[config.mk]
export PLATFORM = sky130hd
export DESIGN_NAME = systolicArray
export DESIGN_NICKNAME = d
export VERILOG_FILES = /design/src/hdl/saArithPkg.sv /design/src/hdl/saCtrlPkg.sv /design/src/hdl/boothMultiplier.sv /design/src/hdl/prefixAdder.sv /design/src/hdl/macPe.sv /design/src/hdl/inputSkew.sv /design/src/hdl/arrayCtrl.sv /design/src/hdl/systolicArray.sv
export SDC_FILE = /design/constraint.sdc
export NUM_CORES = 2
export LEC_CHECK = 0
export BUFFER_PORTS_ARGS = -buffer_cell sky130_fd_sc_hd__buf_2
export CAP_MARGIN = 20
export CORE_UTILIZATION = 50
export DETAILED_ROUTE_END_ITERATION = 10
export GPL_ROUTABILITY_DRIVEN = 0
export PLACE_DENSITY = 0.72
export SYNTH_ARGS = -nofsm -noshare
export SYNTH_HDL_FRONTEND = slang
export SYNTH_SLANG_ARGS = --single-unit
[constraint.sdc]
create_clock -name CLK -period 14.4 [get_ports CLK]
set_input_delay 2.88 -clock CLK [delete_from_list [all_inputs] [get_ports CLK]]
set_output_delay 2.88 -clock CLK [all_outputs]
set_load 0.005 [all_outputs]
[src/hdl/saArithPkg.sv]
`default_nettype none

package saArithPkg;

   localparam int OperandWidth = 8;
   localparam int ProductWidth = 2 * OperandWidth;
   localparam int AccWidth = 24;

   typedef logic signed [OperandWidth-1:0] operandT;
   typedef logic signed [ProductWidth-1:0] productT;
   typedef logic signed [AccWidth-1:0] accT;   // Wraps modulo 2^AccWidth

   // One operand moving through the grid, with its job tags
   typedef struct packed {
      operandT value;
      logic valid;
      logic first;   // Restart the accumulator
   } laneT;

endpackage

`default_nettype wire

[src/hdl/saCtrlPkg.sv]
`default_nettype none

package saCtrlPkg;

   localparam int MaxK = 16;

   typedef logic [$clog2(MaxK + 1) - 1:0] kLenT;   // 1 to MaxK
   typedef logic [5:0] cycleCntT;

   typedef enum logic [1:0] {
      Idle,
      Feed,
      Drain
   } seqStateT;

endpackage

`default_nettype wire

[src/hdl/boothMultiplier.sv]
`timescale 1ns/1ps
`default_nettype none

module boothMultiplier (
   input wire saArithPkg::operandT multiplicand,
   input wire saArithPkg::operandT multiplier,
   output saArithPkg::productT product
);

   localparam int Digits = saArithPkg::OperandWidth / 2;
   localparam int PpWidth = saArithPkg::OperandWidth + 1;   // Room for twice the multiplicand

   wire [saArithPkg::OperandWidth:0] recode;
   wire [PpWidth:0] mcandExt;
   wire [Digits-1:0] single;
   wire [Digits-1:0] double;
   wire [Digits-1:0] neg;
   wire [Digits-1:0][PpWidth-1:0] pp;   // One's complement form when neg is set

   assign recode = {multiplier, 1'b0};   // Implicit zero below bit 0
   assign mcandExt = {multiplicand[saArithPkg::OperandWidth-1], multiplicand, 1'b0};

   for (genvar j = 0; j < Digits; j++) begin : gDigit
      wire [2:0] triplet;

      // Radix-4 encoder
      assign triplet = recode[2*j +: 3];
      assign single[j] = triplet[0] ^ triplet[1];
      assign double[j] = (triplet[2] ^ triplet[1]) & ~(triplet[0] ^ triplet[1]);
      assign neg[j] = triplet[2];

      // Selector picks 1x or 2x multiplicand, inverted for negative digits
      assign pp[j] = {PpWidth{neg[j]}}
                   ^ ((mcandExt[PpWidth:1] & {PpWidth{single[j]}})
                   | (mcandExt[PpWidth-1:0] & {PpWidth{double[j]}}));
   end

   always_comb begin : sumPartials
      saArithPkg::productT total;
      saArithPkg::productT term;

      total = '0;
      for (int j = 0; j < Digits; j++) begin
         // Sign extend, then add the two's complement correction bit
         term = saArithPkg::productT'(signed'(pp[j])) + saArithPkg::productT'(neg[j]);
         total = total + (term << (2 * j));
      end
      product = total;
   end

endmodule

`default_nettype wire

[src/hdl/prefixAdder.sv]
`timescale 1ns/1ps
`default_nettype none

module prefixAdder (
   input wire saArithPkg::accT addendA,
   input wire saArithPkg::accT addendB,
   output saArithPkg::accT sum
);

   localparam int Width = saArithPkg::AccWidth;
   localparam int Levels = $clog2(Width);

   wire [Width-1:0] halfSum;
   wire [Width-1:0] carry;
   wire [Levels:0][Width-1:0] gen;
   wire [Levels-1:0][Width-1:0] prop;

   assign halfSum = addendA ^ addendB;
   assign gen[0] = addendA & addendB;
   assign prop[0] = halfSum;

   // Kogge-Stone tree with the span doubling each level
   for (genvar l = 0; l < Levels; l++) begin : gLevel
      localparam int Span = 1 << l;

      for (genvar i = 0; i < Width; i++) begin : gBit
         if (i >= Span) begin : gCombine
            assign gen[l+1][i] = gen[l][i] | (prop[l][i] & gen[l][i-Span]);
         end else begin : gPassGen
            assign gen[l+1][i] = gen[l][i];
         end

         if (l < Levels - 1) begin : gNextProp
            if (i >= Span) begin : gGroup
               assign prop[l+1][i] = prop[l][i] & prop[l][i-Span];
            end else begin : gPassProp
               assign prop[l+1][i] = prop[l][i];
            end
         end
      end
   end

   assign carry = {gen[Levels][Width-2:0], 1'b0};   // Carry out dropped
   assign sum = halfSum ^ carry;

endmodule

`default_nettype wire

[src/hdl/macPe.sv]
`timescale 1ns/1ps
`default_nettype none

module macPe (
   input wire CLK,
   input wire rstN,
   input wire saArithPkg::laneT west,
   input wire saArithPkg::laneT north,
   output saArithPkg::laneT east,
   output saArithPkg::laneT south,
   output saArithPkg::accT acc
);

   saArithPkg::productT product;
   saArithPkg::accT productExt;
   saArithPkg::accT runningSum;

   boothMultiplier uMul (
      .multiplicand(west.value),
      .multiplier(north.value),
      .product(product)
   );

   assign productExt = saArithPkg::accT'(product);   // Sign extended

   prefixAdder uAdd (
      .addendA(acc),
      .addendB(productExt),
      .sum(runningSum)
   );

   always_ff @(posedge CLK or negedge rstN) begin
      if (!rstN) begin
         east <= '0;
         south <= '0;
         acc <= '0;
      end else begin
         east <= west;
         south <= north;
         if (west.valid && north.valid) begin
            acc <= west.first ? productExt : runningSum;   // First pair restarts the sum
         end
      end
   end

endmodule

`default_nettype wire

[src/hdl/inputSkew.sv]
`timescale 1ns/1ps
`default_nettype none

module inputSkew #(
   parameter int Lanes = 4
) (
   input wire CLK,
   input wire rstN,
   input wire saArithPkg::laneT [Lanes-1:0] laneIn,
   output wire saArithPkg::laneT [Lanes-1:0] laneOut
);

   for (genvar i = 0; i < Lanes; i++) begin : gLane
      if (i == 0) begin : gDirect
         assign laneOut[i] = laneIn[i];   // Lane 0 enters undelayed
      end else begin : gDelay
         saArithPkg::laneT [i-1:0] stage;

         always_ff @(posedge CLK or negedge rstN) begin
            if (!rstN) begin
               stage <= '0;
            end else begin
               stage[0] <= laneIn[i];
               for (int s = 1; s < i; s++) begin
                  stage[s] <= stage[s-1];
               end
            end
         end

         assign laneOut[i] = stage[i-1];
      end
   end

endmodule

`default_nettype wire

[src/hdl/arrayCtrl.sv]
`timescale 1ns/1ps
`default_nettype none

module arrayCtrl #(
   parameter int Rows = 4,
   parameter int Cols = 4
) (
   input wire CLK,
   input wire rstN,
   input wire start,
   input wire saCtrlPkg::kLenT kLen,
   input wire saArithPkg::operandT [Rows-1:0] aCol,
   input wire saArithPkg::operandT [Cols-1:0] bRow,
   output saArithPkg::laneT [Rows-1:0] aLanes,
   output saArithPkg::laneT [Cols-1:0] bLanes,
   output logic busy,
   output logic done
);

   // Drain count on the edge after the far corner's last accumulate
   localparam saCtrlPkg::cycleCntT DrainLast = saCtrlPkg::cycleCntT'(Rows + Cols - 2);

   saCtrlPkg::seqStateT state;
   saCtrlPkg::cycleCntT cnt;
   saCtrlPkg::cycleCntT lastFeed;
   saCtrlPkg::kLenT kLatch;
   logic accept;
   logic feeding;

   assign accept = (state == saCtrlPkg::Idle) && start;
   assign feeding = accept || (state == saCtrlPkg::Feed);
   assign busy = (state != saCtrlPkg::Idle);
   assign lastFeed = saCtrlPkg::cycleCntT'(kLatch) - saCtrlPkg::cycleCntT'(1);

   // Tag the raw operands and zero them outside a job
   always_comb begin
      for (int r = 0; r < Rows; r++) begin
         aLanes[r].value = feeding ? aCol[r] : '0;
         aLanes[r].valid = feeding;
         aLanes[r].first = accept;
      end
      for (int c = 0; c < Cols; c++) begin
         bLanes[c].value = feeding ? bRow[c] : '0;
         bLanes[c].valid = feeding;
         bLanes[c].first = accept;
      end
   end

   always_ff @(posedge CLK or negedge rstN) begin
      if (!rstN) begin
         state <= saCtrlPkg::Idle;
         cnt <= '0;
         kLatch <= '0;
         done <= 1'b0;
      end else begin
         done <= 1'b0;
         case (state)
            saCtrlPkg::Idle: begin
               if (start) begin
                  kLatch <= kLen;
                  if (kLen > saCtrlPkg::kLenT'(1)) begin
                     state <= saCtrlPkg::Feed;
                     cnt <= saCtrlPkg::cycleCntT'(1);   // First pair taken on this edge
                  end else begin
                     state <= saCtrlPkg::Drain;
                     cnt <= '0;
                  end
               end
            end
            saCtrlPkg::Feed: begin
               if (cnt == lastFeed) begin
                  state <= saCtrlPkg::Drain;
                  cnt <= '0;
               end else begin
                  cnt <= cnt + saCtrlPkg::cycleCntT'(1);
               end
            end
            saCtrlPkg::Drain: begin
               // Wavefront still crossing the grid
               if (cnt == DrainLast) begin
                  state <= saCtrlPkg::Idle;
                  done <= 1'b1;
               end else begin
                  cnt <= cnt + saCtrlPkg::cycleCntT'(1);
               end
            end
            default: state <= saCtrlPkg::Idle;
         endcase
      end
   end

endmodule

`default_nettype wire

[src/hdl/systolicArray.sv]
`timescale 1ns/1ps
`default_nettype none

module systolicArray #(
   parameter int Rows = 4,
   parameter int Cols = 4
) (
   input wire CLK,
   input wire rstN,
   input wire start,
   input wire saCtrlPkg::kLenT kLen,
   input wire saArithPkg::operandT [Rows-1:0] aCol,
   input wire saArithPkg::operandT [Cols-1:0] bRow,
   output wire busy,
   output wire done,
   output wire saArithPkg::accT [Rows-1:0][Cols-1:0] result
);

   wire saArithPkg::laneT [Rows-1:0] aLanes;
   wire saArithPkg::laneT [Cols-1:0] bLanes;
   wire saArithPkg::laneT [Rows-1:0] aSkewed;
   wire saArithPkg::laneT [Cols-1:0] bSkewed;
   wire saArithPkg::laneT [Rows-1:0][Cols:0] westLane;    // Column Cols leaves the grid
   wire saArithPkg::laneT [Rows:0][Cols-1:0] northLane;   // Row Rows leaves the grid

   arrayCtrl #(.Rows(Rows), .Cols(Cols)) uCtrl (
      .CLK(CLK),
      .rstN(rstN),
      .start(start),
      .kLen(kLen),
      .aCol(aCol),
      .bRow(bRow),
      .aLanes(aLanes),
      .bLanes(bLanes),
      .busy(busy),
      .done(done)
   );

   inputSkew #(.Lanes(Rows)) uSkewA (.CLK(CLK), .rstN(rstN), .laneIn(aLanes), .laneOut(aSkewed));
   inputSkew #(.Lanes(Cols)) uSkewB (.CLK(CLK), .rstN(rstN), .laneIn(bLanes), .laneOut(bSkewed));

   for (genvar r = 0; r < Rows; r++) begin : gWestEdge
      assign westLane[r][0] = aSkewed[r];
   end

   for (genvar c = 0; c < Cols; c++) begin : gNorthEdge
      assign northLane[0][c] = bSkewed[c];
   end

   // A flows east, B flows south
   for (genvar r = 0; r < Rows; r++) begin : gRow
      for (genvar c = 0; c < Cols; c++) begin : gCol
         macPe uPe (
            .CLK(CLK),
            .rstN(rstN),
            .west(westLane[r][c]),
            .north(northLane[r][c]),
            .east(westLane[r][c+1]),
            .south(northLane[r+1][c]),
            .acc(result[r][c])
         );
      end
   end

endmodule

`default_nettype wire

==> impl_metrics.toml <==
[grt]
grt.busiest_layer = "met2"
use_met2_pct = 46.8
grt_max_degree = 147
use_met1_pct = 33.7
met3_usage_pct = 3.36
antenna_found_initial = 5
grt_pass1_wl_microns = 437000
grt_pass1_vias = 84600
gr-total-overflow = 0
grt_util_all_layers_pct = 27.3

[clocking]
cts_tree = "done"
clk_pin_slew_ps = 60
cts.sinks = 698
cts_setup_buffers = 0
clkLatencyLatePin_ps = 760
clock_path_buffers = 3
cts_buffers = 91
cts.htree.levels = 3
cts-resized-gates = 0
root_buffer = "clkbuf_16"
ctsHoldBuffers = 0

[synthesis]
synth_xor_xnor_area_share_pct = 9.02
avgSynthCellArea_sq_um = 7.71
ys_types = 102
synth_area_sq_mm = 0.0947
synthCells = 12300
synth_flop_cell = "dfrtp_1"
synth_compound_area_share_pct = 26.9
synth_seq_cells = 698
synth_edf_count = 0
muxShareOfSynthArea_pct = 2.43
synthesis.nets = 13500
async_reset_ff_share_pct = 100
synth_fa_ha_area_share_pct = 19.9
seq_area_frac_synth_pct = 18.4
yosysWarnings = 0
synth-simple-area-share_pct = 16.8
synth_top_family_by_area = "compound AO/OA/AOI/OAI gates"

[floorplan]
floorplan.rows = 159
pin_count = 458
initial_core_util_pct = 50.4
core_area_sq_mm = 0.188
dieArea_sq_mm = 0.191
die_w_microns = 437
fp.dieH_microns = 437

[drt]
ant_nets = 0
drtIter0Drc = 7320
vias = 89800
drt-vias-per-instance = 6.16
drt-pass1-iter-count = 11
wl_per_cell_microns = 18.6
drc_errors = 34
drt_wl_total_microns = 272000

[timing]
hold_viol = 0
max_clock_freq_mhz = 94.1
min_period_over_period_pct = 73.8
relSlewSlack_pct = 22.5
post-route-min-period_ps = 10620
worst_pin_slew_ps = 1150
fin_skew_ps = 32.9
finalSetupViolCount = 0
slew_violations = 0
setup-tns-final_ps = 0
rsz0062_at_grt = "no"

[setup_path]
cp_slowest_cell = "buf_4"
crit_arrival_ps = 11280
endpoint_kind = "flop"
critical_path_class = "primary input to flop"
crit_path_max_incr_delay_ps = 660
start_kind = "primary input"
required_ps = 15050
path_max_fanout = 79

[cells_and_area]
syn_to_final_growth_pct = 6.33
drive_gt1_share_pct = 7.71
final_nets = 13200

[placement]
io_buffers = 457
hpwlAfterDp_microns = 199000

[flow_run]
maxCapViolations = 0

[status]
violations = "design-rule violations"
status = "complete, but fails checks"

[hold_path]
hold_path.class = "flop to flop"
layout by cell type, fill, tap and decap left out, types with 64 or more instances in the layout:
| cell | Yosys | layout |
|---|---|---|
| a21oi_1 | 1231 | 1231 |
| nor2_1 | 1200 | 1199 |
| nand2_1 | 1052 | 1052 |
| ha_1 | 812 | 812 |
| o21ai_0 | 721 | 721 |
| dfrtp_1 | 698 | 667 |
| inv_1 | 641 | 641 |
| xnor2_1 | 548 | 548 |
| buf_2 | 27 | 456 |
| xor2_1 | 406 | 406 |
| fa_1 | 318 | 318 |
| maj3_1 | 231 | 231 |
| a21o_1 | 201 | 201 |
| nand3_1 | 198 | 198 |
| a211oi_1 | 185 | 185 |
| nor2b_1 | 184 | 184 |
| mux2i_1 | 183 | 183 |
| o22ai_1 | 176 | 176 |
| a31oi_1 | 175 | 175 |
| a22oi_1 | 173 | 173 |
| a22o_1 | 152 | 152 |
| nor3_1 | 141 | 141 |
| nand2b_1 | 139 | 139 |
| and2_1 | 139 | 139 |
| buf_4 | 2 | 125 |
| o21a_1 | 116 | 116 |
| o21bai_1 | 103 | 103 |
| clkbuf_16 | 0 | 91 |
| o211ai_1 | 78 | 78 |
| a221oi_1 | 76 | 76 |
| and3_1 | 74 | 74 |
| a32oi_1 | 65 | 65 |
| o2bb2ai_1 | 64 | 64 |
stage by stage:
step | hold WS (ps) | cell area (sq um) | cells | util [%] | setup WS [ps]
6_report | 343 | 101000 | 14600 | 53.6 | 3780
5_1_grt | 346 | 101000 | 14600 | 53.6 | 3180
4_1_cts | 343 | 101000 | 14600 | 53.5 | 3620
3_5_place_dp | 335 | 97500 | 14400 | 51.8 | 2800
3_3_place_gp | 332 | 97500 | 14400 | 51.8 | 3070
2_1_floorplan | 331 | 94700 | 12300 | - | 5000
cell type report:
type	count	area (sq um)
Sequential cell	698	17500
Inverter	657	2470
Tap cell	2495	3120
Clock inverter	46	524
Timing Repair Buffer	588	3380
Clock buffer	124	2580
Antenna cell	1	2.50
Multi-Input combinational cell	9971	71100
Fill cell	17300	87300
registers in the layout, indices dropped and copies added (netlist names):
register	flops
uCtrl.kLatch	5
gRow.gCol.uPe.south	96
uSkewB.gLane.gDelay.stage	24
uCtrl.cnt	6
uSkewB.laneOut	24
uSkewA.laneOut	24
gRow.gCol.uPe.east	108
gRow.gCol.uPe.acc	384
uSkewA.gLane.gDelay.stage	24
uCtrl.done	1
uCtrl.state	2
cell families after synthesis:
group                      count (synthesis)
adders and majority gates               1361
buffers and inverters                   1620
AOI/OAI and AO/OA                       3962
xor gates and xnor gates                 963
and+or+nand+nor                         3460
muxes                                    225
DFF                                      698
per-layer routing:
layer,share of wire [%],vias up
met5,0.012,-
met1,41,42900
met4,5.0,6
li1,-,43300
met2,48,3042
met3,6.2,521
synthesized netlist by cell type, types with 231 or more instances:
library cell | count | area share (%)
a21oi_1 | 1231 | 6.5
o21ai_0 | 721 | 3.8
clkbuf_1 | 751 | 3.0
maj3_1 | 231 | 2.4
xor2_1 | 406 | 3.8
dfrtp_1 | 698 | 18
inv_1 | 641 | 2.5
ha_1 | 812 | 11
xnor2_1 | 548 | 5.1
nand2_1 | 1052 | 4.2
fa_1 | 318 | 6.7
nor2_1 | 1200 | 4.8
final timing paths:
kind                                                 start                          endpoint  slack, ps  cells past startpoint
min reg2reg                uSkewA.gLane[3].gDelay.stage[9]  uSkewA.gLane[3].gDelay.stage[19]        340                      0
max                                                  start       gRow[0].gCol[0].uPe.acc[23]       3780                     34
min in group asynchronous                             rstN       gRow[3].gCol[3].uPe.acc[21]       2130                      1
max reg2reg                                 uCtrl.state[0]       gRow[0].gCol[0].uPe.acc[23]       5250                     35
min                        uSkewA.gLane[3].gDelay.stage[9]  uSkewA.gLane[3].gDelay.stage[19]        340                      0
max in group asynchronous                             rstN       gRow[3].gCol[1].uPe.east[1]      10120                      3
critical path, delay by kind of cell:
kind            cells  cell delay (ps)
compound gates     13             2780
xor+xnor            2              400
fa+ha+maj           6             2200
buf+inv             7             1860
simple gates        6             1100
Power is left out: the tool's default activity adds up to more than one toggle a clock period on the data nets, which glitch-free logic cannot reach.
